**config.mk**
```make
export PLATFORM = sky130hd
export DESIGN_NAME = decodeUnit
export DESIGN_NICKNAME = d
export VERILOG_FILES = /design/src/design/isaPkg.sv /design/src/design/pipePkg.sv /design/src/design/decodeUnit.sv
export VERILOG_INCLUDE_DIRS = /design/src /design/src/design
export SDC_FILE = /design/constraint.sdc
export NUM_CORES = 1
export LEC_CHECK = 0
export ABC_CLOCK_PERIOD_IN_PS = 3350
export BUFFER_PORTS_ARGS = -buffer_cell sky130_fd_sc_hd__buf_2
export CORE_ASPECT_RATIO = 0.6
export CORE_MARGIN = 4
export CORE_UTILIZATION = 57
export DETAILED_ROUTE_END_ITERATION = 6
export GPL_TIMING_DRIVEN = 0
export HOLD_SLACK_MARGIN = 0.05
export PLACE_DENSITY = 0.81
export SYNTH_ARGS = -nofsm -noshare
export SYNTH_HDL_FRONTEND = slang
export SYNTH_SLANG_ARGS = --single-unit
```
**constraint.sdc**
```tcl
create_clock -name clk -period 3.35 [get_ports clk]
set_clock_uncertainty 0.1 [all_clocks]
set_input_delay 0.1675 -clock clk [delete_from_list [all_inputs] [get_ports clk]]
set_output_delay 0.1675 -clock clk [all_outputs]
set_load 0.01 [all_outputs]
```
**src/design/cpu_macros.svh**
```systemverilog
// Core sizing constants; both memory depths must be powers of two so that addresses wrap cleanly
`ifndef CPU_MACROS_SVH
`define CPU_MACROS_SVH

// Data path and instruction width
`define CPU_XLEN 16

// Architectural registers, register 0 is an ordinary register
`define CPU_NREGS 8

// Instruction memory depth in words
`define CPU_IMEM_DEPTH 256

// Data memory depth in words
`define CPU_DMEM_DEPTH 256

// Address widths follow from the depths
`define CPU_IMEM_AW $clog2(`CPU_IMEM_DEPTH)
`define CPU_DMEM_AW $clog2(`CPU_DMEM_DEPTH)

`endif

```
**src/design/isaPkg.sv**
```systemverilog
// ISA types for the reduced 16-bit set; any opcode outside the ten listed is treated as illegal
`default_nettype none
`include "cpu_macros.svh"

package isaPkg;

  typedef logic [`CPU_XLEN-1:0] wordT;
  typedef logic [$clog2(`CPU_NREGS)-1:0] regIdxT;

  // Opcode sits in the top five bits
  typedef enum logic [4:0] {
    opNop  = 5'd0,
    opAdd  = 5'd1,
    opSub  = 5'd2,
    opAnd  = 5'd3,
    opXor  = 5'd4,
    opAddi = 5'd5,
    opLd   = 5'd6,
    opSt   = 5'd7,
    opBeqz = 5'd8,
    opHalt = 5'd9
  } opcodeT;

  // Pass forwards operand A, BEQZ tests it against zero
  typedef enum logic [2:0] {
    aluAdd,
    aluSub,
    aluAnd,
    aluXor,
    aluPass
  } aluOpT;

  // Field positions
  localparam int opMsb  = 15;
  localparam int opLsb  = 11;
  localparam int rdMsb  = 10;
  localparam int rdLsb  = 8;
  localparam int rsMsb  = 7;
  localparam int rsLsb  = 5;
  localparam int rtMsb  = 4;
  localparam int rtLsb  = 2;
  // I form immediate, signed
  localparam int immMsb = 4;
  localparam int immLsb = 0;
  // BEQZ offset, signed, register in the rd slot
  localparam int offMsb = 7;
  localparam int offLsb = 0;

  // Registers read by an instruction
  typedef struct packed {
    logic   useA;
    regIdxT a;
    logic   useB;
    regIdxT b;
  } srcRegsT;

  // Shared by decode and the load-use check
  function automatic srcRegsT srcRegsOf(input wordT instr);
    srcRegsT s;
    s.useA = 1'b0;
    s.useB = 1'b0;
    s.a = instr[rsMsb:rsLsb];
    s.b = instr[rtMsb:rtLsb];
    case (opcodeT'(instr[opMsb:opLsb]))
      opAdd, opSub, opAnd, opXor: begin
        s.useA = 1'b1;
        s.useB = 1'b1;
      end
      opAddi, opLd: begin
        s.useA = 1'b1;
      end
      // Store data comes from rd
      opSt: begin
        s.useA = 1'b1;
        s.useB = 1'b1;
        s.b = instr[rdMsb:rdLsb];
      end
      opBeqz: begin
        s.useA = 1'b1;
        s.a = instr[rdMsb:rdLsb];
      end
      default: begin
      end
    endcase
    return s;
  endfunction

endpackage

`default_nettype wire

```
**src/design/pipePkg.sv**
```systemverilog
// Pipeline payloads; an all-zero payload is a bubble, so valid must stay meaningful at zero
`default_nettype none
`include "cpu_macros.svh"

package pipePkg;
  import isaPkg::*;

  typedef logic [`CPU_DMEM_AW-1:0] dAddrT;

  // Operand source selects
  localparam logic [1:0] fwdReg   = 2'd0;
  localparam logic [1:0] fwdExMem = 2'd1;
  localparam logic [1:0] fwdMemWb = 2'd2;

  // Illegal rides with halt so the error shows at retirement
  typedef struct packed {
    logic  regWrite;
    logic  memRead;
    logic  memWrite;
    logic  aluSrcImm;
    logic  branch;
    logic  halt;
    logic  illegal;
    aluOpT aluOp;
  } ctrlT;

  typedef struct packed {
    logic valid;
    wordT pc;
    wordT instr;
  } ifIdT;

  typedef struct packed {
    logic   valid;
    wordT   pc;
    ctrlT   ctrl;
    regIdxT srcA;
    regIdxT srcB;
    wordT   opA;
    wordT   opB;
    regIdxT dest;
    wordT   imm;
  } idExT;

  typedef struct packed {
    logic   valid;
    wordT   pc;
    ctrlT   ctrl;
    regIdxT dest;
    wordT   aluResult;
    wordT   storeData;
  } exMemT;

  // Result holds the store data for ST
  typedef struct packed {
    logic   valid;
    wordT   pc;
    logic   regWrite;
    logic   halt;
    logic   illegal;
    logic   store;
    dAddrT  storeAddr;
    regIdxT dest;
    wordT   result;
  } memWbT;

  typedef struct packed {
    wordT   pc;
    logic   regWrite;
    regIdxT dest;
    wordT   data;
    logic   store;
    dAddrT  storeAddr;
    wordT   storeData;
  } retireT;

endpackage

`default_nettype wire

```
**src/design/decodeUnit.sv**
```systemverilog
// Decode and register file; write-through covers a read of the register retiring this cycle
`timescale 1ns/1ps
`default_nettype none
`include "cpu_macros.svh"

module decodeUnit
  import isaPkg::*, pipePkg::*;
(
  input  logic  clk,
  input  logic  rstN,
  input  ifIdT  ifIn,
  input  memWbT wbIn,
  output idExT  idOut,
  output logic  haltSeen
);

  wordT    regs [`CPU_NREGS];
  opcodeT  opcode;
  ctrlT    ctrl;
  srcRegsT src;
  logic    wbWrite;
  wordT    readA;
  wordT    readB;

  assign opcode = opcodeT'(ifIn.instr[opMsb:opLsb]);
  assign src = srcRegsOf(ifIn.instr);
  assign wbWrite = wbIn.valid && wbIn.regWrite;

  // Register file, cleared at reset
  always_ff @(posedge clk) begin
    if (!rstN) begin
      for (int i = 0; i < `CPU_NREGS; i++) begin
        regs[i] <= '0;
      end
    end else if (wbWrite) begin
      regs[wbIn.dest] <= wbIn.result;
    end
  end

  // Same-cycle writeback goes first
  assign readA = (wbWrite && wbIn.dest == src.a) ? wbIn.result : regs[src.a];
  assign readB = (wbWrite && wbIn.dest == src.b) ? wbIn.result : regs[src.b];

  // Control decode
  always_comb begin
    ctrl = '0;
    ctrl.aluOp = aluAdd;
    case (opcode)
      opNop: begin
      end
      opAdd: begin
        ctrl.regWrite = 1'b1;
      end
      opSub: begin
        ctrl.regWrite = 1'b1;
        ctrl.aluOp = aluSub;
      end
      opAnd: begin
        ctrl.regWrite = 1'b1;
        ctrl.aluOp = aluAnd;
      end
      opXor: begin
        ctrl.regWrite = 1'b1;
        ctrl.aluOp = aluXor;
      end
      opAddi: begin
        ctrl.regWrite = 1'b1;
        ctrl.aluSrcImm = 1'b1;
      end
      // Base plus offset for both memory ops
      opLd: begin
        ctrl.regWrite = 1'b1;
        ctrl.memRead = 1'b1;
        ctrl.aluSrcImm = 1'b1;
      end
      opSt: begin
        ctrl.memWrite = 1'b1;
        ctrl.aluSrcImm = 1'b1;
      end
      opBeqz: begin
        ctrl.branch = 1'b1;
        ctrl.aluOp = aluPass;
      end
      opHalt: begin
        ctrl.halt = 1'b1;
      end
      // Unknown opcode stops the core and flags an error
      default: begin
        ctrl.halt = 1'b1;
        ctrl.illegal = 1'b1;
      end
    endcase
  end

  always_comb begin
    idOut.valid = ifIn.valid;
    idOut.pc = ifIn.pc;
    idOut.ctrl = ctrl;
    idOut.srcA = src.a;
    idOut.srcB = src.b;
    idOut.opA = readA;
    idOut.opB = readB;
    idOut.dest = ifIn.instr[rdMsb:rdLsb];
    // BEQZ has the wider offset
    if (opcode == opBeqz) begin
      idOut.imm = {{(`CPU_XLEN-8){ifIn.instr[offMsb]}}, ifIn.instr[offMsb:offLsb]};
    end else begin
      idOut.imm = {{(`CPU_XLEN-5){ifIn.instr[immMsb]}}, ifIn.instr[immMsb:immLsb]};
    end
  end

  // Tells the top to stop fetching
  assign haltSeen = ifIn.valid && ctrl.halt;

endmodule

`default_nettype wire

```
==> summary.md <==
| Metric | Value |
|---|---|
| Status | finished, final reports clean |
| TritonCTS Buffers | 17 |
| Sequential cell area fraction in the yosys report | 41.64% |
| Synth Area in Simple Gates | 17.61% |
| Largest family of logic cells by synthesized area | compound AO/OA/AOI/OAI gates |
| Mapped Cells | 898 |
| Critical Path Fanout Max | 10 |
| MaxCap Viol Count | 0 |
| Crit-path slowest cell | buf_1 |
| Yosys reg bits | 128 |
| Finished Layout Cells | 1254 |
| Worst Setup Slack, final | 0.09505 ns |
| Power per cell area | roughly 450 nW/µm² |
| # setup viols final | 0 |
| PortBufs | 115 |
| Kind of critical path | in -> out |
| Async set-reset flop share out of synthesis | 0% |
| CP bufs+invs | 5 |
| CTS resizes | 0 |
| WP data required | 3.08 ns |
| Pin count of the biggest net entering global routing | 17 |
| Initial antenna violation count | 0 |
| Final period util | 97.16% |
| Ys flop type | edfxtp_1 |
| Area after DPL | between 10000 and 15000 µm² |
| Top flop regs | regs: 128 flops |
| Starting DRT DRC Count | 1271 |
| Pwr Total | 4.778 mW |
| Critical Path Most Common Cell | buf_2 |
| Slew Limit Fails | 0 |
| Reg area | 3844 µm² |
| Minimum clock period | 3.255 ns |
| Die W | approximately 170 µm |
| Maximum VDD drop | 298.9 µV |
| CP Capture Type | output pin |
| Final wirelength | between 30000 and 40000 µm |
| Max reg flops | 128 |
| Vias in the first global route | ~7600 |
| Syn nets | 981 |
| First-pass GRT wire length | 50720 µm |
| Std-Cell Core Area | around 16000 µm² |
| Fraction of the mapped netlist area in compound gates | 22.62% |
| Critical Path, Cell by Cell | buf_2 > buf_2 > nand2_1 > nor2_1 > buf_2 > buf_1 > nor3b_1 > o32ai_1 > mux2i_1 > mux2_4 > buf_2 |
| DP Wirelength | 28070 µm |
| Worst path max stage delay | between 0.5 and 0.6 ns |
| Critical Path Start Type | input port |
| Clock Path Buffers | 2 |
| Synth warnings | 0 |
| Arrival @ worst endpoint | 2.99 ns |
| Max_slew headroom | 18.90% |
| Die Area | ~18000 µm² |
| GRT Overall Usage | 38.26% |
| DRC errors left | 0 |
| Fin nets | 1121 |
| Multiplexer area fraction after synthesis | 8.214% |
| Hold Path Origin | wbIn[3] |
| Initial core utilization | 59.21% |
| Maximum clock rate | 0.3072 GHz |
| Family with the most delay on the worst path | buffers and inverters |
| Vias per std cell | approximately 6.7 |
| Total number of vias | 8429 |
| Netlist Area Pre-Place | 9231 µm² |
| WL/cell | 28.42 µm |
| Die Span Y | 106.6 µm |
| Yosys cell types | 47 |
| Fillers | approximately 1200 |
| Area delta synth->final | 15.87% |
| Worst-case hold path end point | regs[6][3]$_SDFFCE_PN0P_ |
| Post-synth EDFFs | roughly 130 |
| Lkg Pwr | roughly 4 nW |
| Design area | between 10000 and 15000 µm² |
| Setup Buffers After CTS | 0 |
| Root buf cell | clkbuf_16 |
| Slew at the pin with the worst max-slew slack | 1.204 ns |
| CTS tree | yes |
| Final Hold Vio Count | 0 |
| Fin util | 68.61% |
| Row cnt | 35 |
| Routed Antenna Nets | 0 |
| # clock sinks | 128 |
| DRT Pass-1 Iters | 6 |
| Setup repair after global routing missed its margin | false |
| Hold buffers post-CTS | 0 |
| Xor/xnor share of the synthesized area | less than 1% |
| # IOs | 168 |
| Largest Register | regs |
| Min-delay worst type | in -> reg |
| RePlAce Congestion | 1.041 |
| Clk slew on worst S/H paths | 0.06 ns |
| Place WS | 0.2584 ns |
| H-tree lvl count | 4 |
| Mean Syn Cell Area | 10.28 µm² |
| Synth Area in Adders | 0% |
| Cell Count Post-Placement | ~1200 |
| Number of cells on the worst hold path | 2 |
| Share of layout cells above drive strength 1 | 29.14% |
| Multi-input logic area | 4563 µm² |
| Grt ovf | 0 |
-- synthesized netlist by cell type (3+ instances only) --
library cell | instances | share of area [%]
xor2_1 | 3 | 0.28
inv_1 | 37 | 1.5
and2_1 | 130 | 8.8
o32a_1 | 32 | 3.5
nor3b_1 | 32 | 2.6
nor2_1 | 10 | 0.41
o21a_1 | 64 | 5.2
mux2_4 | 10 | 1.6
mux2i_1 | 18 | 2.0
buf_6 | 3 | 0.37
mux2_2 | 38 | 4.6
a32oi_1 | 32 | 3.0
edfxtp_1 | 128 | 42
nor3_1 | 3 | 0.16
and3_1 | 4 | 0.27
nand2_1 | 7 | 0.28
buf_2 | 19 | 1.0
buf_4 | 39 | 3.2
o22ai_1 | 16 | 1.1
clkbuf_1 | 66 | 2.7
or3b_2 | 32 | 3.0
nand2b_1 | 5 | 0.34
buf_1 | 4 | 0.16
o32ai_1 | 48 | 4.6
o21ai_0 | 89 | 4.8
xnor2_1 | 3 | 0.28
-- report_power, final --
group          internal, mW  switching (mW)
combinational         0.401           0.574
clock                  1.09           0.758
sequential             1.86          0.0927
total                  3.35            1.42
-- worst max-delay path by stage --
stage / startpoint / depth (start not counted) / endpoint
after floorplan: wbIn[47] / 3 / regs[7][0]$_SDFFCE_PN0P_
after global placement: rstN / 3 / regs[2][11]$_SDFFCE_PN0P_
after detailed placement: ifIn[11] / 11 / idOut[28]
after CTS: ifIn[11] / 11 / idOut[28]
after global routing: ifIn[11] / 11 / idOut[28]
final: ifIn[11] / 11 / idOut[28]
-- routing by layer --
metal	wire length, µm	up-vias	GRT usage (%)
met5	0	-	0
met4	277	0	4.879
met3	6779	35	20.30
met2	12560	710	43.90
met1	16020	4031	62.33
li1	-	3653	-
-- cell type report --
class | instances | share of cell area (%)
clock buffer | 18 | 4.012
antenna | 1 | 0.02339
clock inverter | 13 | 1.310
inverter | 39 | 1.369
tap | 203 | 2.375
multi-input combinational | 599 | 42.66
sequential | 128 | 35.93
buffer | 132 | 6.445
timing repair buffer | 121 | 5.872
-- cells in the final DEF, fill, tap and decap left out, types with 37 or more instances in the layout --
cell        n
buf_4      44
o21ai_0    83
o21a_1     64
edfxtp_1  128
and2_1    130
inv_1      37
o32ai_1    47
buf_2     134
clkbuf_1   67
mux2_2     38
-- stage by stage --
step                hold WS (ns)  setup TNS (ns)
detailed placement        0.4209               0
CTS                       0.1115               0
global route              0.1345               0
global placement          0.4205          -2.494
finish                    0.1392               0
floorplan                 0.2657               0
-- cells by family after synthesis --
kind of cell / after synthesis
DFF: 128
AOI/OAI and AO/OA: 287
and+or+nand+nor: 239
muxes: 66
xor gates and xnor gates: 7
buffers and inverters: 171
(Power assumes the default switching activity.)
