**src/design/cpu_macros.svh**
```systemverilog
// Core sizing constants; both memory depths must be powers of two so that addresses wrap cleanly
`ifndef CPU_MACROS_SVH
`define CPU_MACROS_SVH

// Data path and instruction width
`define CPU_XLEN 16

// Architectural registers, register 0 is an ordinary register
`define CPU_NREGS 8

// Instruction memory depth in words
`define CPU_IMEM_DEPTH 256

// Data memory depth in words
`define CPU_DMEM_DEPTH 256

// Address widths follow from the depths
`define CPU_IMEM_AW $clog2(`CPU_IMEM_DEPTH)
`define CPU_DMEM_AW $clog2(`CPU_DMEM_DEPTH)

`endif

```
**src/design/isaPkg.sv**
```systemverilog
// ISA types for the reduced 16-bit set; any opcode outside the ten listed is treated as illegal
`default_nettype none
`include "cpu_macros.svh"

package isaPkg;

  typedef logic [`CPU_XLEN-1:0] wordT;
  typedef logic [$clog2(`CPU_NREGS)-1:0] regIdxT;

  // Opcode sits in the top five bits
  typedef enum logic [4:0] {
    opNop  = 5'd0,
    opAdd  = 5'd1,
    opSub  = 5'd2,
    opAnd  = 5'd3,
    opXor  = 5'd4,
    opAddi = 5'd5,
    opLd   = 5'd6,
    opSt   = 5'd7,
    opBeqz = 5'd8,
    opHalt = 5'd9
  } opcodeT;

  // Pass forwards operand A, BEQZ tests it against zero
  typedef enum logic [2:0] {
    aluAdd,
    aluSub,
    aluAnd,
    aluXor,
    aluPass
  } aluOpT;

  // Field positions
  localparam int opMsb  = 15;
  localparam int opLsb  = 11;
  localparam int rdMsb  = 10;
  localparam int rdLsb  = 8;
  localparam int rsMsb  = 7;
  localparam int rsLsb  = 5;
  localparam int rtMsb  = 4;
  localparam int rtLsb  = 2;
  // I form immediate, signed
  localparam int immMsb = 4;
  localparam int immLsb = 0;
  // BEQZ offset, signed, register in the rd slot
  localparam int offMsb = 7;
  localparam int offLsb = 0;

  // Registers read by an instruction
  typedef struct packed {
    logic   useA;
    regIdxT a;
    logic   useB;
    regIdxT b;
  } srcRegsT;

  // Shared by decode and the load-use check
  function automatic srcRegsT srcRegsOf(input wordT instr);
    srcRegsT s;
    s.useA = 1'b0;
    s.useB = 1'b0;
    s.a = instr[rsMsb:rsLsb];
    s.b = instr[rtMsb:rtLsb];
    case (opcodeT'(instr[opMsb:opLsb]))
      opAdd, opSub, opAnd, opXor: begin
        s.useA = 1'b1;
        s.useB = 1'b1;
      end
      opAddi, opLd: begin
        s.useA = 1'b1;
      end
      // Store data comes from rd
      opSt: begin
        s.useA = 1'b1;
        s.useB = 1'b1;
        s.b = instr[rdMsb:rdLsb];
      end
      opBeqz: begin
        s.useA = 1'b1;
        s.a = instr[rdMsb:rdLsb];
      end
      default: begin
      end
    endcase
    return s;
  endfunction

endpackage

`default_nettype wire

```
**src/design/pipePkg.sv**
```systemverilog
// Pipeline payloads; an all-zero payload is a bubble, so valid must stay meaningful at zero
`default_nettype none
`include "cpu_macros.svh"

package pipePkg;
  import isaPkg::*;

  typedef logic [`CPU_DMEM_AW-1:0] dAddrT;

  // Operand source selects
  localparam logic [1:0] fwdReg   = 2'd0;
  localparam logic [1:0] fwdExMem = 2'd1;
  localparam logic [1:0] fwdMemWb = 2'd2;

  // Illegal rides with halt so the error shows at retirement
  typedef struct packed {
    logic  regWrite;
    logic  memRead;
    logic  memWrite;
    logic  aluSrcImm;
    logic  branch;
    logic  halt;
    logic  illegal;
    aluOpT aluOp;
  } ctrlT;

  typedef struct packed {
    logic valid;
    wordT pc;
    wordT instr;
  } ifIdT;

  typedef struct packed {
    logic   valid;
    wordT   pc;
    ctrlT   ctrl;
    regIdxT srcA;
    regIdxT srcB;
    wordT   opA;
    wordT   opB;
    regIdxT dest;
    wordT   imm;
  } idExT;

  typedef struct packed {
    logic   valid;
    wordT   pc;
    ctrlT   ctrl;
    regIdxT dest;
    wordT   aluResult;
    wordT   storeData;
  } exMemT;

  // Result holds the store data for ST
  typedef struct packed {
    logic   valid;
    wordT   pc;
    logic   regWrite;
    logic   halt;
    logic   illegal;
    logic   store;
    dAddrT  storeAddr;
    regIdxT dest;
    wordT   result;
  } memWbT;

  typedef struct packed {
    wordT   pc;
    logic   regWrite;
    regIdxT dest;
    wordT   data;
    logic   store;
    dAddrT  storeAddr;
    wordT   storeData;
  } retireT;

endpackage

`default_nettype wire

```
**src/design/executeUnit.sv**
```systemverilog
// Execute stage; BEQZ resolves here and its target is PC plus one plus the signed offset
`timescale 1ns/1ps
`default_nettype none
`include "cpu_macros.svh"

module executeUnit
  import isaPkg::*, pipePkg::*;
(
  input  idExT                 exIn,
  input  logic [1:0]           fwdA,
  input  logic [1:0]           fwdB,
  input  logic [`CPU_XLEN-1:0] exMemFwd,
  input  logic [`CPU_XLEN-1:0] memWbFwd,
  output exMemT                exOut,
  output logic                 redirect,
  output logic [`CPU_XLEN-1:0] redirectPc
);

  wordT opA;
  wordT opB;
  wordT aluB;
  wordT aluResult;

  // Forwarding muxes
  always_comb begin
    case (fwdA)
      fwdExMem: opA = exMemFwd;
      fwdMemWb: opA = memWbFwd;
      default:  opA = exIn.opA;
    endcase
    case (fwdB)
      fwdExMem: opB = exMemFwd;
      fwdMemWb: opB = memWbFwd;
      default:  opB = exIn.opB;
    endcase
  end

  // Immediate for ADDI, LD and ST
  assign aluB = exIn.ctrl.aluSrcImm ? exIn.imm : opB;

  always_comb begin
    case (exIn.ctrl.aluOp)
      aluAdd:  aluResult = opA + aluB;
      aluSub:  aluResult = opA - aluB;
      aluAnd:  aluResult = opA & aluB;
      aluXor:  aluResult = opA ^ aluB;
      aluPass: aluResult = opA;
      default: aluResult = '0;
    endcase
  end

  // Taken only on a zero operand
  assign redirect = exIn.valid && exIn.ctrl.branch && (opA == '0);
  assign redirectPc = exIn.pc + `CPU_XLEN'(1) + exIn.imm;

  always_comb begin
    exOut.valid = exIn.valid;
    exOut.pc = exIn.pc;
    exOut.ctrl = exIn.ctrl;
    exOut.dest = exIn.dest;
    exOut.aluResult = aluResult;
    // Store data after forwarding
    exOut.storeData = opB;
  end

endmodule

`default_nettype wire

```
**config.mk**
```make
export PLATFORM = sky130hd
export DESIGN_NAME = executeUnit
export DESIGN_NICKNAME = d
export VERILOG_FILES = /design/src/design/isaPkg.sv /design/src/design/pipePkg.sv /design/src/design/executeUnit.sv
export VERILOG_INCLUDE_DIRS = /design/src /design/src/design
export SDC_FILE = /design/constraint.sdc
export NUM_CORES = 1
export LEC_CHECK = 0
export ABC_AREA = 1
export ABC_CLOCK_PERIOD_IN_PS = 7950
export BUFFER_PORTS_ARGS = -buffer_cell sky130_fd_sc_hd__buf_2
export CORE_UTILIZATION = 50
export DETAILED_ROUTE_END_ITERATION = 8
export PLACE_DENSITY = 0.9
export SYNTH_ARGS = -nofsm -noshare
export SYNTH_HDL_FRONTEND = slang
export SYNTH_SLANG_ARGS = --single-unit
```
**constraint.sdc**
```tcl
create_clock -name vclk -period 7.95
set_input_delay 0.3975 -clock vclk [all_inputs]
set_output_delay 0.3975 -clock vclk [all_outputs]
set_load 0.02 [all_outputs]
```
==> results of run 1 <==
metal layers:
layer	global-route usage [%]	part of all wire, %	vias to the layer above
met5	0	0	-
met4	6.746	1.9	0
met3	3.283	7.9	18
met2	53.28	48	228
met1	36.30	42	2273
li1	-	-	2587
power by group through the flow:
stage	Clock, mW	Sequential, mW	Combinational, mW
after floorplan	0	0	0.380
after global placement	0	0	0.505
after detailed placement	0	0	0.512
after CTS	0	0	0.515
after global routing	0	0	0.577
final	0	0	0.520
area by class of cell:
| cell class | count | area [µm²] |
|---|---|---|
| multi-input combinational | 593 | 3348 |
| timing repair buffer | 179 | 900.9 |
| inverter | 65 | 246.5 |
| tap | 102 | 127.6 |
| fill | 825 | 3064 |
Yosys cell counts:
library cell / n
buf_2: 8
xnor2_1: 1
inv_1: 61
clkbuf_1: 12
a21oi_1: 32
or2_0: 7
nor3_1: 7
inv_4: 1
a211oi_1: 1
nor2_4: 2
xor2_1: 27
a221oi_1: 4
o211ai_1: 4
or2_1: 8
inv_2: 3
a21o_1: 1
or2_2: 9
nand4_4: 1
nor4_1: 3
a22oi_1: 8
clkbuf_2: 2
o31ai_1: 2
o21bai_1: 3
nand2_4: 1
nand3_2: 1
o21ai_0: 33
nand2_1: 251
fa_1: 2
o21ai_1: 4
o221ai_1: 4
ha_1: 54
buf_4: 32
o2111ai_1: 4
nand4_1: 5
nand2_2: 3
nor2_1: 33
a221o_1: 3
nand3_1: 72
buf_6: 1
a31oi_1: 3
path summary, 6_finish.rpt:
path              cells past startpoint        end
setup / recovery                     23  exOut[31]
hold / removal                        0  exOut[33]
kinds of logic after synthesis:
family                     after synthesis  share of synthesized area, %
and+or+nand+nor                        403                         44.29
buffers and inverters                  120                         15.05
AOI/OAI and AO/OA                      106                         16.29
adders and majority gates               56                         18.16
xor gates and xnor gates                28                         6.222
stage by stage:
stage	power (mW)	instances	cell area, µm²
3_3_place_gp	0.5047	939	4623
2_1_floorplan	0.3797	713	3941
6_report	0.5199	939	4623
5_1_grt	0.5770	939	4623
4_1_cts	0.5147	939	4623
3_5_place_dp	0.5122	939	4623
==> key figures, run 1 <==
Setup path
  • Worst Path Arrival: 4.32 ns
  • Crit start category: input port
  • Delay of the slowest critical-path stage: 0.64 ns
  • Critical Path Sink Type: output pin
  • CP required: 7.55 ns
  • WS Path Type: input port to output pin
  • Worst Setup SP: fwdB[0]
  • Crit-path cells: buf_2, inv_1, ha_1, inv_4, nand2_1, nand3_1, nand2_1, ha_1, nand4_4, nor2_4, a21oi_1, xor2_1, ha_1, nand2_1, a21oi_1, a211oi_1, nand3_1, a21oi_1, inv_1, nand3_1, nand3_1, nand2_1, buf_2
  • CP Max Fanout: 35
  • Slowest CP cell: ha_1
  • Cell family with most CP delay: adder cells
  • Buffers plus inverters on the worst setup path: 5

Timing
  • Worst Hold Slack: 0.7950 ns
  • Count of final setup violators: 0
  • Setup WS post-layout: 3.230 ns
  • Relative slew slack: 57.26%
  • Hold Vio Cnt, Final: 0
  • Tcrit/Tclk final: 59.38%
  • Pins Over Slew Limit: 0
  • Worst slew pin tran: 0.6343 ns
  • Post-Route Setup TNS: 0 ns
  • RSZ-0062 raised after global routing: false
  • Shortest period the worst path allows: 4.720 ns
  • Max Freq: 0.2118 GHz

Drt
  • Routed len/inst: 13.38 µm
  • Routed Antenna Nets: 0
  • Vias per cell: 5.438
  • Total wire length: 12.56 mm
  • DRT Pass-1 Iters: 5
  • Post-route DRC: 0
  • Drt first-iter violations: 248
  • Via total after detailed routing: 5106

Power and ir drop
  • Peak VDD IR: 0.00006951 V
  • Switching portion of total power: 64.54%
  • Power Internal: 0.1844 mW
  • Logic gate share of total power: 100.0%
  • Clock share of power: 0%
  • Switching power: 0.3355 mW
  • Reg power frac: 0%
  • Power density over the cells: 112.5 nW/µm²
  • Leakage: 2.745 nW

GRT
  • Grt total ovfl: 0
  • GRT Resource Usage Total: 29.19%
  • Number of global-route vias before repair: 4549
  • Largest net degree at the start of global routing: 36
  • First-pass GRT wire length: 20.24 mm
  • Initial antenna violation count: 0

Synth
  • Top post-synthesis cells by area: nand2_1 24%, ha_1 17%, nand3_1 9.1%
  • Register area share after synthesis: 0%
  • Gate Count Post-Synth: 713
  • Synth top area share: 23.90%
  • Syn_nets: 889
  • Area leader, netlist: nand2_1
  • Synth warn: 0
  • Post-synthesis cell area: 3941 µm²
  • Avg Cell Area, Syn: 5.528 µm²
  • Netlist cell types: 40

Final layout
  • Register area: 0 µm²
  • Layout area overhead: 17.30%
  • # diodes: 0
  • # nets final: 1015
  • Clkbuf count: 0
  • Seq_cells: 0
  • Fraction of layout cells with a size suffix above 1: 23.89%
  • Most frequent cells in the layout: 251 x nand2_1, 177 x buf_2, 72 x nand3_1, 61 x inv_1, 54 x ha_1
  • Util after Layout: 60.14%
  • Commonest non-fill, non-tap cell in the layout: nand2_1

Floorplanning
  • DIE AREA: 8242 µm²
  • Core area: 7687 µm²
  • Io pins: 199
  • Die width: 90.79 µm
  • Rows: 32
  • Initial Util: 51.27%
  • Die height: 90.79 µm

Outcome
  • Status: finished, final reports clean

CTS
  • Number of instances resized during post-cts repair: 0
  • CTS Hold Buffers Added: 0
  • Post-CTS Setup Bufs: 0

Placement
  • DP HPWL: 10.66 mm
  • Global placement routability congestion: 0.9287
  • Port buffer count: 177
  • Worst slack, placed: 3.283 ns

Min path
  • Hold Crit Class: input port to output pin
  • Hold Startpoint: exIn[17]

Job
  • Max-capacitance violation count: 0
Power figures use the tool's default switching activity.
==> inputs of run 2 (changes only) <==
ABC_CLOCK_PERIOD_IN_PS = 4400   (was 7950)
CORE_UTILIZATION = 49   (was 50)
PLACE_DENSITY = 0.88   (was 0.9)
clock period = 4.4 ns   (was 7.95 ns; I/O delays follow)
==> run 2 against run 1 <==
First-iteration DRC count increased by 4.8%; sequential cell count unchanged; global-route usage fell by 0.22 points.
==> key figures, run 2 (synthesized netlist as in run 1, its figures left out) <==
Outcome
  • Status: finished, final reports clean

Floorplanning
  • Die width: 91.69 µm (+0.99%)
  • Io pins: 199 (unchanged)
  • Core area: 7767 µm² (+1.0%)
  • Rows: 32 (unchanged)
  • DIE AREA: 8406 µm² (+2.0%)
  • Die height: 91.69 µm (+0.99%)
  • Initial Util: 50.74% (-0.53 points)

Power and ir drop
  • Power Internal: 0.3344 mW (+81%)
  • Reg power frac: 0% (unchanged)
  • Peak VDD IR: 0.0001686 V (+140%)
  • Logic gate share of total power: 100.0% (about the same)
  • Clock share of power: 0% (unchanged)
  • Leakage: 2.760 nW (+0.53%)
  • Switching portion of total power: 64.48% (about the same)
  • Switching power: 0.6072 mW (+81%)
  • Power density over the cells: 202.7 nW/µm² (+80%)

Timing
  • Relative slew slack: 20.26% (-37 points)
  • Tcrit/Tclk final: 90.08%
  • RSZ-0062 raised after global routing: false
  • Setup WS post-layout: 0.4363 ns (-2.793 ns)
  • Max Freq: 0.2523 GHz
  • Pins Over Slew Limit: 0 (unchanged)
  • Post-Route Setup TNS: 0 ns (unchanged)
  • Hold Vio Cnt, Final: 0 (unchanged)
  • Worst slew pin tran: 1.192 ns (+0.5574 ns)
  • Shortest period the worst path allows: 3.964 ns
  • Count of final setup violators: 0 (unchanged)

Final layout
  • Fraction of layout cells with a size suffix above 1: 24.17% (+0.27 points)
  • Clkbuf count: 0 (unchanged)
  • Commonest non-fill, non-tap cell in the layout: nand2_1
  • Most frequent cells in the layout: 251 x nand2_1, 177 x buf_2, 72 x nand3_1, 61 x inv_1, 54 x ha_1
  • # diodes: 0 (unchanged)
  • Layout area overhead: 17.87%
  • Seq_cells: 0 (unchanged)
  • # nets final: 1018 (+0.30%)
  • Register area: 0 µm² (unchanged)

GRT
  • Largest net degree at the start of global routing: 36 (unchanged)
  • First-pass GRT wire length: 20.12 mm (-0.58%)
  • Initial antenna violation count: 0 (unchanged)
  • GRT Resource Usage Total: 28.97% (-0.22 points)
  • Number of global-route vias before repair: 4493 (-1.2%)
  • Grt total ovfl: 0 (unchanged)

Setup path
  • Worst Path Arrival: 3.74 ns (-0.58 ns)
  • WS Path Type: input port to output pin
  • CP Max Fanout: 35 (unchanged)
  • Critical Path Sink Type: output pin
  • CP required: 4.18 ns (-3.37 ns)
  • Crit start category: input port

Drt
  • DRT Pass-1 Iters: 5 (unchanged)
  • Total wire length: 12.63 mm (+0.50%)
  • Via total after detailed routing: 5026 (-1.6%)
  • Vias per cell: 5.335 (-1.9%)
  • Routed Antenna Nets: 0 (unchanged)
  • Routed len/inst: 13.40 µm (+0.18%)
  • Post-route DRC: 0 (unchanged)
  • Drt first-iter violations: 260 (+4.8%)

CTS
  • Number of instances resized during post-cts repair: 0 (unchanged)
  • CTS Hold Buffers Added: 0 (unchanged)
  • Post-CTS Setup Bufs: 0 (unchanged)

Min path
  • Hold Crit Class: input port to output pin

Placement
  • Global placement routability congestion: 0.9548 (+2.8%)
  • DP HPWL: 10.82 mm (+1.5%)
  • Worst slack, placed: 0.5066 ns (-2.776 ns)
  • Port buffer count: 177 (unchanged)

Job
  • Max-capacitance violation count: 0 (unchanged)
==> run 2: critical path, cell delays in order <==
cell and delay (ns):
buf_2 0.09, inv_1 0.04, ha_1 0.34, inv_4 0.25, nand2_1 0.11, nand3_1 0.08
nand2_1 0.14, ha_1 0.28, nand4_4 0.12, nor2_4 0.05, a21oi_1 0.15, xor2_1 0.21
ha_1 0.33, nand2_1 0.12, a21oi_1 0.07, a211oi_1 0.24, nand3_1 0.19, a21oi_1 0.23
inv_1 0.07, nand3_1 0.09, nand3_1 0.07, nand2_1 0.09, buf_2 0.17
==> run 2: routing by layer <==
metal  global-route usage [%]  wire length [µm]  vias up
li1                         -                 -     2595
met1                    36.41              5376     2212
met2                    52.63              5970      199
met3                    3.151              1027       20
met4                    6.481               252        0
met5                        0                 0        -
==> run 2: cell type report <==
cell class | count | area (µm²)
Tap cell | 102 | 127.6
Timing Repair Buffer | 182 | 923.4
Fill cell | 807 | 3122
Inverter | 65 | 246.5
Multi-Input combinational cell | 593 | 3348
==> run 2: through the flow <==
step / instance area (µm²) / cells / hold WS [ns] / utilization, % / power, mW
finish: 4646 / 942 / 0.4400 / 59.81 / 0.9416
floorplan: 3941 / 713 / 0.5526 / - / 0.6861
global placement: 4646 / 942 / 0.4401 / 59.81 / 0.9131
detailed placement: 4646 / 942 / 0.4401 / 59.81 / 0.9273
global route: 4646 / 942 / 0.4400 / 59.81 / 1.047
CTS: 4646 / 942 / 0.4401 / 59.81 / 0.9318
==> run 2: worst paths after layout <==
kind / startpoint / to / slack [ns] / cells after the start
worst max-delay path: fwdB[0] / exOut[31] / 0.44 / 23
worst min-delay path: exIn[18] / exOut[34] / 0.44 / 0
==> run 2: power groups by stage <==
stage / Combinational, mW / Clock [mW] / Sequential (mW)
after detailed placement: 0.927 / 0 / 0
final: 0.942 / 0 / 0
after global routing: 1.05 / 0 / 0
after global placement: 0.913 / 0 / 0
after floorplan: 0.686 / 0 / 0
after CTS: 0.932 / 0 / 0
