## src/design/cpu_macros.svh

```systemverilog
// Core sizing constants; both memory depths must be powers of two so that addresses wrap cleanly
`ifndef CPU_MACROS_SVH
`define CPU_MACROS_SVH

// Data path and instruction width
`define CPU_XLEN 16

// Architectural registers, register 0 is an ordinary register
`define CPU_NREGS 8

// Instruction memory depth in words
`define CPU_IMEM_DEPTH 256

// Data memory depth in words
`define CPU_DMEM_DEPTH 256

// Address widths follow from the depths
`define CPU_IMEM_AW $clog2(`CPU_IMEM_DEPTH)
`define CPU_DMEM_AW $clog2(`CPU_DMEM_DEPTH)

`endif

```

## src/design/isaPkg.sv

```systemverilog
// ISA types for the reduced 16-bit set; any opcode outside the ten listed is treated as illegal
`default_nettype none
`include "cpu_macros.svh"

package isaPkg;

  typedef logic [`CPU_XLEN-1:0] wordT;
  typedef logic [$clog2(`CPU_NREGS)-1:0] regIdxT;

  // Opcode sits in the top five bits
  typedef enum logic [4:0] {
    opNop  = 5'd0,
    opAdd  = 5'd1,
    opSub  = 5'd2,
    opAnd  = 5'd3,
    opXor  = 5'd4,
    opAddi = 5'd5,
    opLd   = 5'd6,
    opSt   = 5'd7,
    opBeqz = 5'd8,
    opHalt = 5'd9
  } opcodeT;

  // Pass forwards operand A, BEQZ tests it against zero
  typedef enum logic [2:0] {
    aluAdd,
    aluSub,
    aluAnd,
    aluXor,
    aluPass
  } aluOpT;

  // Field positions
  localparam int opMsb  = 15;
  localparam int opLsb  = 11;
  localparam int rdMsb  = 10;
  localparam int rdLsb  = 8;
  localparam int rsMsb  = 7;
  localparam int rsLsb  = 5;
  localparam int rtMsb  = 4;
  localparam int rtLsb  = 2;
  // I form immediate, signed
  localparam int immMsb = 4;
  localparam int immLsb = 0;
  // BEQZ offset, signed, register in the rd slot
  localparam int offMsb = 7;
  localparam int offLsb = 0;

  // Registers read by an instruction
  typedef struct packed {
    logic   useA;
    regIdxT a;
    logic   useB;
    regIdxT b;
  } srcRegsT;

  // Shared by decode and the load-use check
  function automatic srcRegsT srcRegsOf(input wordT instr);
    srcRegsT s;
    s.useA = 1'b0;
    s.useB = 1'b0;
    s.a = instr[rsMsb:rsLsb];
    s.b = instr[rtMsb:rtLsb];
    case (opcodeT'(instr[opMsb:opLsb]))
      opAdd, opSub, opAnd, opXor: begin
        s.useA = 1'b1;
        s.useB = 1'b1;
      end
      opAddi, opLd: begin
        s.useA = 1'b1;
      end
      // Store data comes from rd
      opSt: begin
        s.useA = 1'b1;
        s.useB = 1'b1;
        s.b = instr[rdMsb:rdLsb];
      end
      opBeqz: begin
        s.useA = 1'b1;
        s.a = instr[rdMsb:rdLsb];
      end
      default: begin
      end
    endcase
    return s;
  endfunction

endpackage

`default_nettype wire

```

## src/design/pipePkg.sv

```systemverilog
// Pipeline payloads; an all-zero payload is a bubble, so valid must stay meaningful at zero
`default_nettype none
`include "cpu_macros.svh"

package pipePkg;
  import isaPkg::*;

  typedef logic [`CPU_DMEM_AW-1:0] dAddrT;

  // Operand source selects
  localparam logic [1:0] fwdReg   = 2'd0;
  localparam logic [1:0] fwdExMem = 2'd1;
  localparam logic [1:0] fwdMemWb = 2'd2;

  // Illegal rides with halt so the error shows at retirement
  typedef struct packed {
    logic  regWrite;
    logic  memRead;
    logic  memWrite;
    logic  aluSrcImm;
    logic  branch;
    logic  halt;
    logic  illegal;
    aluOpT aluOp;
  } ctrlT;

  typedef struct packed {
    logic valid;
    wordT pc;
    wordT instr;
  } ifIdT;

  typedef struct packed {
    logic   valid;
    wordT   pc;
    ctrlT   ctrl;
    regIdxT srcA;
    regIdxT srcB;
    wordT   opA;
    wordT   opB;
    regIdxT dest;
    wordT   imm;
  } idExT;

  typedef struct packed {
    logic   valid;
    wordT   pc;
    ctrlT   ctrl;
    regIdxT dest;
    wordT   aluResult;
    wordT   storeData;
  } exMemT;

  // Result holds the store data for ST
  typedef struct packed {
    logic   valid;
    wordT   pc;
    logic   regWrite;
    logic   halt;
    logic   illegal;
    logic   store;
    dAddrT  storeAddr;
    regIdxT dest;
    wordT   result;
  } memWbT;

  typedef struct packed {
    wordT   pc;
    logic   regWrite;
    regIdxT dest;
    wordT   data;
    logic   store;
    dAddrT  storeAddr;
    wordT   storeData;
  } retireT;

endpackage

`default_nettype wire

```

## src/design/hazardUnit.sv

```systemverilog
// Load-use stall and forward selects; a load result is never forwarded from EX/MEM
`timescale 1ns/1ps
`default_nettype none

module hazardUnit
  import isaPkg::*, pipePkg::*;
(
  input  ifIdT        ifIn,
  input  idExT        idEx,
  input  exMemT       exMem,
  input  memWbT       memWb,
  output logic        stall,
  output logic [1:0]  fwdA,
  output logic [1:0]  fwdB
);

  srcRegsT src;
  logic    loadInEx;
  logic    exMemWrites;
  logic    memWbWrites;

  assign src = srcRegsOf(ifIn.instr);

  // Load in execute feeding the instruction in decode
  assign loadInEx = idEx.valid && idEx.ctrl.memRead && idEx.ctrl.regWrite;
  assign stall = ifIn.valid && loadInEx &&
                 ((src.useA && src.a == idEx.dest) || (src.useB && src.b == idEx.dest));

  assign exMemWrites = exMem.valid && exMem.ctrl.regWrite;
  assign memWbWrites = memWb.valid && memWb.regWrite;

  // Newer EX/MEM result wins over MEM/WB
  function automatic logic [1:0] pickFwd(input regIdxT srcReg);
    if (exMemWrites && exMem.dest == srcReg) begin
      return fwdExMem;
    end else if (memWbWrites && memWb.dest == srcReg) begin
      return fwdMemWb;
    end
    return fwdReg;
  endfunction

  assign fwdA = pickFwd(idEx.srcA);
  assign fwdB = pickFwd(idEx.srcB);

endmodule

`default_nettype wire

```

## config.mk

```make
export PLATFORM = sky130hd
export DESIGN_NAME = hazardUnit
export DESIGN_NICKNAME = d
export VERILOG_FILES = /design/src/design/isaPkg.sv /design/src/design/pipePkg.sv /design/src/design/hazardUnit.sv
export VERILOG_INCLUDE_DIRS = /design/src /design/src/design
export SDC_FILE = /design/constraint.sdc
export NUM_CORES = 1
export LEC_CHECK = 0
export BUFFER_PORTS_ARGS = -buffer_cell sky130_fd_sc_hd__buf_2
export CAP_MARGIN = 40
export CORE_AREA = 10 10 83 85
export DETAILED_ROUTE_END_ITERATION = 6
export DIE_AREA = 0 0 93 95
export PLACE_DENSITY = 0.55
export SYNTH_ARGS = -nofsm -noshare
export SYNTH_HDL_FRONTEND = slang
export SYNTH_SLANG_ARGS = --single-unit
```

## constraint.sdc

```tcl
create_clock -name vclk -period 2.3
set_clock_uncertainty 0.1 [all_clocks]
set_input_delay 0.46 -clock vclk [all_inputs]
set_output_delay 0.46 -clock vclk [all_outputs]
set_load 0.03 [all_outputs]
```

==> results_dict.tcl, run 1 <==
set metrics [dict create \
    synth_warnings 0 \
    drive_gt1_share_pct 59.63 \
    synth-xor-area-share_pct 26.63 \
    avgRoutedWirePerCell_um 11.36 \
    hold_ws_ps 1194 \
    crit_required_ps 1740 \
    synthCells 61 \
    power.density_mw_per_mm2 140.3 \
    leakagePower_nw 0.3977 \
    wl_um 2056 \
    dp_slack_ps -106.8 \
    ir_drop_v 0.00004754 \
    antenna_found_initial 1 \
    yosys.area_share.adder_pct 0 \
    start_util_pct 8.626 \
    ant_nets 0 \
    die_area_mm2 0.008835 \
    nNetsFinal 338 \
    finalSetupViolCount 0 \
    grt_pass1_vias 663 \
    final_area_um2 884.6 \
    place_area_um2 822.0 \
    gp_congestion 0.7920 \
    max-slew-margin-rel_pct 79.57 \
    grtUsageTotal_pct 4.144 \
    synth_top_cell_by_area "xor2_1" \
    critical_path_class "input pin to output pin" \
    cp.arrival_ps 1690 \
    die_x_um 93 \
    io_buffer_count 42 \
    synth-simple-area-share_pct 44.02 \
    hold_class "input pin to output pin" \
    holdBufCountCts 0 \
    cp_max_fo 5 \
    grt_max_degree 9 \
    num_vias 623 \
    cap_viol_max_count 0 \
    crit_path_end_kind "output pin" \
    synth_commonest_cells "11 x xor2_1, 5 x nor4_1, 4 x nand2_1, 4 x nand3_1" \
    critPathLaunchType "input pin" \
    drcViolationCount 0 \
    finalMaxSlewViolations 0 \
    hold_viol 0 \
    yosys.area.top_type_share_pct 20.92 \
    area_growth_pct 92.12 \
    post-route-min-period_ps 2250 \
    synth_most_common_cell "xor2_1" \
    vias_per_cell 3.442 \
    diodes 0 \
    synth_area_um2 460.4 \
    dpl.hpwl_um 1838 \
    status "complete, no violations" \
    regArea_um2 0 \
    first_pass_iters 4 \
    core_mm2 0.005338 \
    fmax_mhz 444.5 \
    post-route-period-util_pct 97.81 \
    dr.first_iter.drc_count 9 \
    clock_buffers 0 \
    rsz0062_at_grt "yes" \
    rows 27 \
    syn-num-nets 288 \
    setup_slack_ps 50.40 \
    setup-tns-final_ps 0 \
    design.seq.count 0 \
    die_h_um 95 \
    synth_top_family_by_area "simple AND/OR/NAND/NOR gates" \
    synth-compound-area-share_pct 18.48 \
    fillCellCount 620 \
    grt-ovfl-total 0 \
    ys_seq_area_share_pct 0 \
    ios 232 \
    synth.area.top_cells "xor2_1 21%, nor4_1 6.8%, xnor2_1 5.7%" \
    ys_types 31 \
    muxShareOfSynthArea_pct 6.793 \
    grt_pass1_wl_um 3146 \
    syn_avg_cell_area_um2 7.548 \
    worst_slew_pin_slew_ps 303.9 \
]
## routing by layer
layer	share of wire, %	wire length (um)	global-route usage [%]
met5	0.63	13	0
met4	0	0	0
met3	15	312	2.696
met2	36	746	5.315
met1	48	984	5.851
## layout make-up
cell class | count | area, um^2 | area share [%]
Multi-Input combinational cell | 58 | 498.0 | 56.29
Timing Repair Buffer | 49 | 289.0 | 32.67
Tap cell | 72 | 90.09 | 10.18
Inverter | 2 | 7.507 | 0.8487
## through the flow
step | utilization (%) | instances | power (W)
after floorplan | - | 61 | 0.00005471
after global routing | 16.57 | 181 | 0.0001378
after CTS | 16.13 | 180 | 0.0001212
after global placement | 15.40 | 180 | 0.0001141
after detailed placement | 15.40 | 180 | 0.0001148
final | 16.57 | 181 | 0.0001241
## cell families after synthesis
| kind of cell | count (synthesis) |
|---|---|
| AOI/OAI and AO/OA | 12 |
| xor gates and xnor gates | 14 |
| buffers and inverters | 3 |
| muxes | 3 |
| and+or+nand+nor | 29 |
## where the power goes
part	switching [W]	internal [W]	total, W
Combinational	0.0000603	0.0000639	0.000124
Clock	0	0	0
Sequential	0	0	0
## worst paths after layout
| kind | from | end | slack, ps | depth (start not counted) |
|---|---|---|---|---|
| hold / removal | memWb[30] | fwdA[1] | 1190 | 4 |
| setup / recovery | ifIn[11] | stall | 50 | 7 |
## layout by cell type, fill, tap and decap left out, types with 2 or more instances in the layout
cell,netlist,final
buf_2,0,39
xor2_1,11,11
buf_4,0,7
nand2_1,4,4
nor4_2,0,4
nand3_1,4,4
xnor2_1,3,3
inv_1,2,2
nand4_1,2,2
nand2b_1,2,2
or2_2,2,2
o22ai_1,3,2
o21ai_0,2,2
buf_8,0,2
## repair_timing
action	in CTS	in global routing
setup endpoints to repair	1	1
resized for setup	10	5
setup buffers	0	1
pin swaps	6	7
## critical path: stages
cell and delay, ps:
buf_8 100, nor3_4 220, nand3b_4 140, mux2i_1 190, xnor2_1 120, o31ai_4 270, buf_6 170
Note: power is estimated with default switching activity, not from simulation.
==> run 2, diff against run 1 <==
--- a/config.mk
+++ b/config.mk
@@ -6,6 +6,7 @@
 export SDC_FILE = /design/constraint.sdc
 export NUM_CORES = 1
 export LEC_CHECK = 0
+export ABC_CLOCK_PERIOD_IN_PS = 2190
 export BUFFER_PORTS_ARGS = -buffer_cell sky130_fd_sc_hd__buf_2
 export CAP_MARGIN = 40
 export CORE_AREA = 10 10 83 85
==> constraint.sdc (replaced) <==
create_clock -name vclk -period 2.19
set_clock_uncertainty 0.1 [all_clocks]
set_input_delay 0.438 -clock vclk [all_inputs]
set_output_delay 0.438 -clock vclk [all_outputs]
set_load 0.03 [all_outputs]
==> results_dict.tcl, run 2 (same netlist as run 1, synthesis figures left out) <==
set metrics [dict create \
    status "complete, but fails checks" \
    violations "negative setup slack" \
    crit_required_ps 1650 \
    p_comb_share_pct 100.0 \
    wl_um 2043 \
    setup_slack_ps -54.53 \
    nNetsFinal 337 \
    io_buffer_count 42 \
    post-route-min-period_ps 2245 \
    cpMaxStageDelayCell "or3b_1" \
    critical_path_class "input pin to output pin" \
    layout_common_cells "39 x buf_2, 11 x xor2_1, 6 x buf_4" \
    final_area_um2 874.6 \
    slowest_delay_ps 370 \
    gp_congestion 0.6947 \
    drive_gt1_share_pct 59.26 \
    ios 232 \
    critical_path.top_delay_family "simple AND/OR/NAND/NOR gates" \
    switching_share_pct 49.60 \
    finalMaxSlewViolations 0 \
    power.density_mw_per_mm2 147.0 \
    fmax_mhz 445.5 \
    fin_util_pct 16.39 \
    start_util_pct 8.626 \
    vias_per_cell 3.519 \
    core_mm2 0.005338 \
    crit_path_end_kind "output pin" \
    rows 27 \
    die_area_mm2 0.008835 \
    cp.buffers_inverters 2 \
    cp_max_fo 5 \
    intPower_w 0.00006481 \
    ir_drop_v 0.00004726 \
    grt_max_degree 9 \
    hold_class "input pin to output pin" \
    dr.first_iter.drc_count 21 \
    final_common_cell "buf_2" \
    leakagePower_nw 0.3968 \
    design.seq.count 0 \
    path_depth 7 \
    die_h_um 95 \
    dpl.hpwl_um 1798 \
    place_inst 180 \
    ant_nets 0 \
    grt_pass1_wl_um 3346 \
    grt_pass1_vias 654 \
    p_sw_w 0.00006379 \
    drcViolationCount 0 \
    die_x_um 93 \
    worstHoldStart "memWb[30]" \
    finalSetupViolCount 1 \
    p_seq_share_pct 0 \
    final_cells 181 \
    post-route-period-util_pct 102.5 \
    max-slew-margin-rel_pct 80.00 \
    area_growth_pct 89.95 \
    whs_path_depth 4 \
    clock_buffers 0 \
    antenna_found_initial 2 \
    p_clk_share_pct 0 \
    crit_top_cell "buf_6" \
    critPathLaunchType "input pin" \
    grtUsageTotal_pct 4.388 \
    num_vias 637 \
    hold_viol 0 \
    regArea_um2 0 \
    rsz0062_at_grt "yes" \
    place_area_um2 828.3 \
    min_to "fwdA[1]" \
    worst_slew_pin_slew_ps 297.5 \
    cap_viol_max_count 0 \
    cp.arrival_ps 1710 \
    path_cells "buf_6 -> nor3_4 -> nand3b_4 -> or3b_1 -> nand4_1 -> o31ai_4 -> buf_6" \
    grt-ovfl-total 0 \
    post_cts_buffers 0 \
    avgRoutedWirePerCell_um 11.29 \
    first_pass_iters 4 \
]
## run 2: cell types whose count changed in the layout (fill, tap and decap cells not counted), sizes merged
| cell | change |
|---|---|
| buf | -1 |
| diode | +1 |
## run 2: worst max path at each step
stage	start	endpoint	slack, ps
finish	ifIn[11]	stall	-50
floorplan	ifIn[12]	stall	20
global placement	ifIn[12]	stall	-170
global route	ifIn[11]	stall	-160
CTS	ifIn[13]	stall	-80
detailed placement	ifIn[11]	stall	-170
## run 2: final cells by class
class	count	area, um^2
fillers	630	4463
multi-input cells	58	496.7
repair buffers	48	277.8
well taps	72	90.09
inverters	2	7.507
diodes	1	2.502
## run 2: tightest hold or removal path, cell delays in order
cell     delay [ps]
buf_2           100
nand3_1          80
nor4_2           40
buf_2           170
## run 2: power by group through the flow
stage	Clock, W	Sequential [W]	Combinational (W)
after CTS	0	0	0.000127
final	0.0000000000610	0	0.000129
after global placement	0	0	0.000122
after floorplan	0	0	0.0000586
after detailed placement	0	0	0.000122
after global routing	0	0	0.000144
## run 2: metal layers
metal / global-route usage, % / share of wire [%] / vias to the layer above
met5: 0 / 0.54 / -
met4: 0 / 0 / 2
met3: 2.696 / 16 / 2
met2: 6.250 / 38 / 32
met1: 5.806 / 45 / 270
li1: - / - / 331
## run 2: stage by stage
stage / setup TNS [ps] / hold WS [ps] / setup slack, ps / power, W
finish: -54.53 / 1170 / -54.53 / 0.0001286
global route: -162.8 / 1210 / -162.8 / 0.0001435
CTS: -75.84 / 1175 / -75.84 / 0.0001267
detailed placement: -174.1 / 1175 / -174.1 / 0.0001219
global placement: -172.0 / 1179 / -172.0 / 0.0001217
floorplan: 0 / 919.0 / 15.50 / 0.00005856
## run 2: repair_timing
item	in CTS	in global routing
hold buffers	0	0
endpoints found under the setup margin	1	1
cloned	0	0
pin swaps	6	3
resized for setup	8	3
==> run 3, diff against run 2 <==
--- a/config.mk
+++ b/config.mk
@@ -13,6 +13,7 @@
 export DETAILED_ROUTE_END_ITERATION = 6
 export DIE_AREA = 0 0 93 95
 export PLACE_DENSITY = 0.55
+export SETUP_SLACK_MARGIN = 0.05
 export SYNTH_ARGS = -nofsm -noshare
 export SYNTH_HDL_FRONTEND = slang
 export SYNTH_SLANG_ARGS = --single-unit
==> results_dict.tcl, run 3 (same netlist as run 1, synthesis figures left out) <==
set metrics [dict create \
    vias_per_cell 3.622 \
    regArea_um2 0 \
    critPathLaunchType "input pin" \
    post-route-period-util_pct 103.0 \
    wl_um 2019 \
    start_util_pct 8.626 \
    cp.arrival_ps 1720 \
    avgRoutedWirePerCell_um 11.22 \
    rows 27 \
    power.density_mw_per_mm2 146.6 \
    status "complete, but fails checks" \
    switching_share_pct 49.08 \
    die_area_mm2 0.008835 \
    fillCellCount 637 \
    worst_slew_pin_slew_ps 284.2 \
    post-route-min-period_ps 2256 \
    final_area_um2 870.8 \
    max-slew-margin-rel_pct 80.89 \
    grt-ovfl-total 0 \
    p_seq_share_pct 0 \
    place_area_um2 820.8 \
    first_pass_iters 4 \
    grtUsageTotal_pct 4.144 \
    area_growth_pct 89.13 \
    intPower_w 0.00006502 \
    die_x_um 93 \
    hold_class "input pin to output pin" \
    p_comb_share_pct 100.0 \
    grt_pass1_vias 653 \
    ios 232 \
    grt_max_degree 9 \
    hold_viol 0 \
    nNetsFinal 336 \
    ir_drop_v 0.00004091 \
    cp_max_fo 5 \
    crit_path_end_kind "output pin" \
    crit_required_ps 1650 \
    fmax_mhz 443.4 \
    p_clk_share_pct 0 \
    p_sw_w 0.00006266 \
    cap_viol_max_count 0 \
    dr.first_iter.drc_count 6 \
    core_mm2 0.005338 \
    critical_path_class "input pin to output pin" \
    die_h_um 95 \
    drcViolationCount 0 \
    drive_gt1_share_pct 58.88 \
    dp_slack_ps -165.4 \
    leakagePower_nw 0.3938 \
    clock_buffers 0 \
    setup_slack_ps -65.52 \
    finalMaxSlewViolations 0 \
    holdBufCountCts 0 \
    io_buffer_count 42 \
    final_common_cell "buf_2" \
    finalSetupViolCount 1 \
    violations "negative setup slack" \
    grt_pass1_wl_um 3118 \
    gp_congestion 0.7285 \
    design.seq.count 0 \
    ant_nets 0 \
    num_vias 652 \
    antenna_found_initial 2 \
    rsz0062_at_grt "yes" \
    layout_common_cells "39 x buf_2, 11 x xor2_1, 5 x nor4_2, 5 x buf_4, 4 x nand2_1" \
    dpl.hpwl_um 1832 \
]
## run 3: cell count changes in the layout (fill, tap and decap cells not counted)
cell,change
buf_4,-1
buf_6,-1
buf_8,+1
## run 3: timing repair
item,CTS,global route
gates cloned,0,0
pin swaps,5,6
setup buffers,0,0
resized for setup,8,4
setup endpoints to repair,1,1
## run 3: cell type report
cell class / count / area (um^2) / area share [%]
Antenna cell: 1 / 2.502 / 0.2874
Inverter: 2 / 7.507 / 0.8621
Multi-Input combinational cell: 58 / 496.7 / 57.04
Tap cell: 72 / 90.09 / 10.34
Timing Repair Buffer: 47 / 274.0 / 31.47
## run 3: power groups by stage
| stage | clock [W] | sequential, W | combinational (W) |
|---|---|---|---|
| finish | 0.0000000000610 | 0 | 0.000128 |
| global route | 0 | 0 | 0.000140 |
| CTS | 0 | 0 | 0.000125 |
| detailed placement | 0 | 0 | 0.000120 |
| global placement | 0 | 0 | 0.000121 |
| floorplan | 0 | 0 | 0.0000586 |
## run 3: per-stage QoR
stage / util [%] / cells / hold slack, ps / power, W / setup TNS [ps]
CTS: 15.89 / 179 / 1182 / 0.0001249 / -99.73
floorplan: - / 61 / 919.0 / 0.00005856 / 0
global placement: 15.38 / 179 / 1189 / 0.0001208 / -177.6
finish: 16.31 / 180 / 1171 / 0.0001277 / -65.52
global route: 16.27 / 179 / 1205 / 0.0001403 / -158.0
detailed placement: 15.38 / 179 / 1178 / 0.0001204 / -165.4
## run 3: metal layers
layer	share of wire [%]	vias to the layer above	track usage, %	routed length [um]
li1	-	327	-	-
met1	45	282	5.311	904
met2	42	39	6.542	840
met3	13	2	1.983	255
met4	0	2	0	0
met5	0.89	-	0	18
## run 3: critical path, stage by stage
cell	delay [ps]
buf_8	100
nor3_4	250
nand3b_4	150
or3b_1	370
nand4_1	140
o31ai_4	100
buf_6	160
## run 3: path summary, 6_finish.rpt
path / start / end / slack (ps) / depth (start not counted)
setup / recovery: ifIn[11] / stall / -70 / 7
hold / removal: memWb[30] / fwdA[1] / 1170 / 4
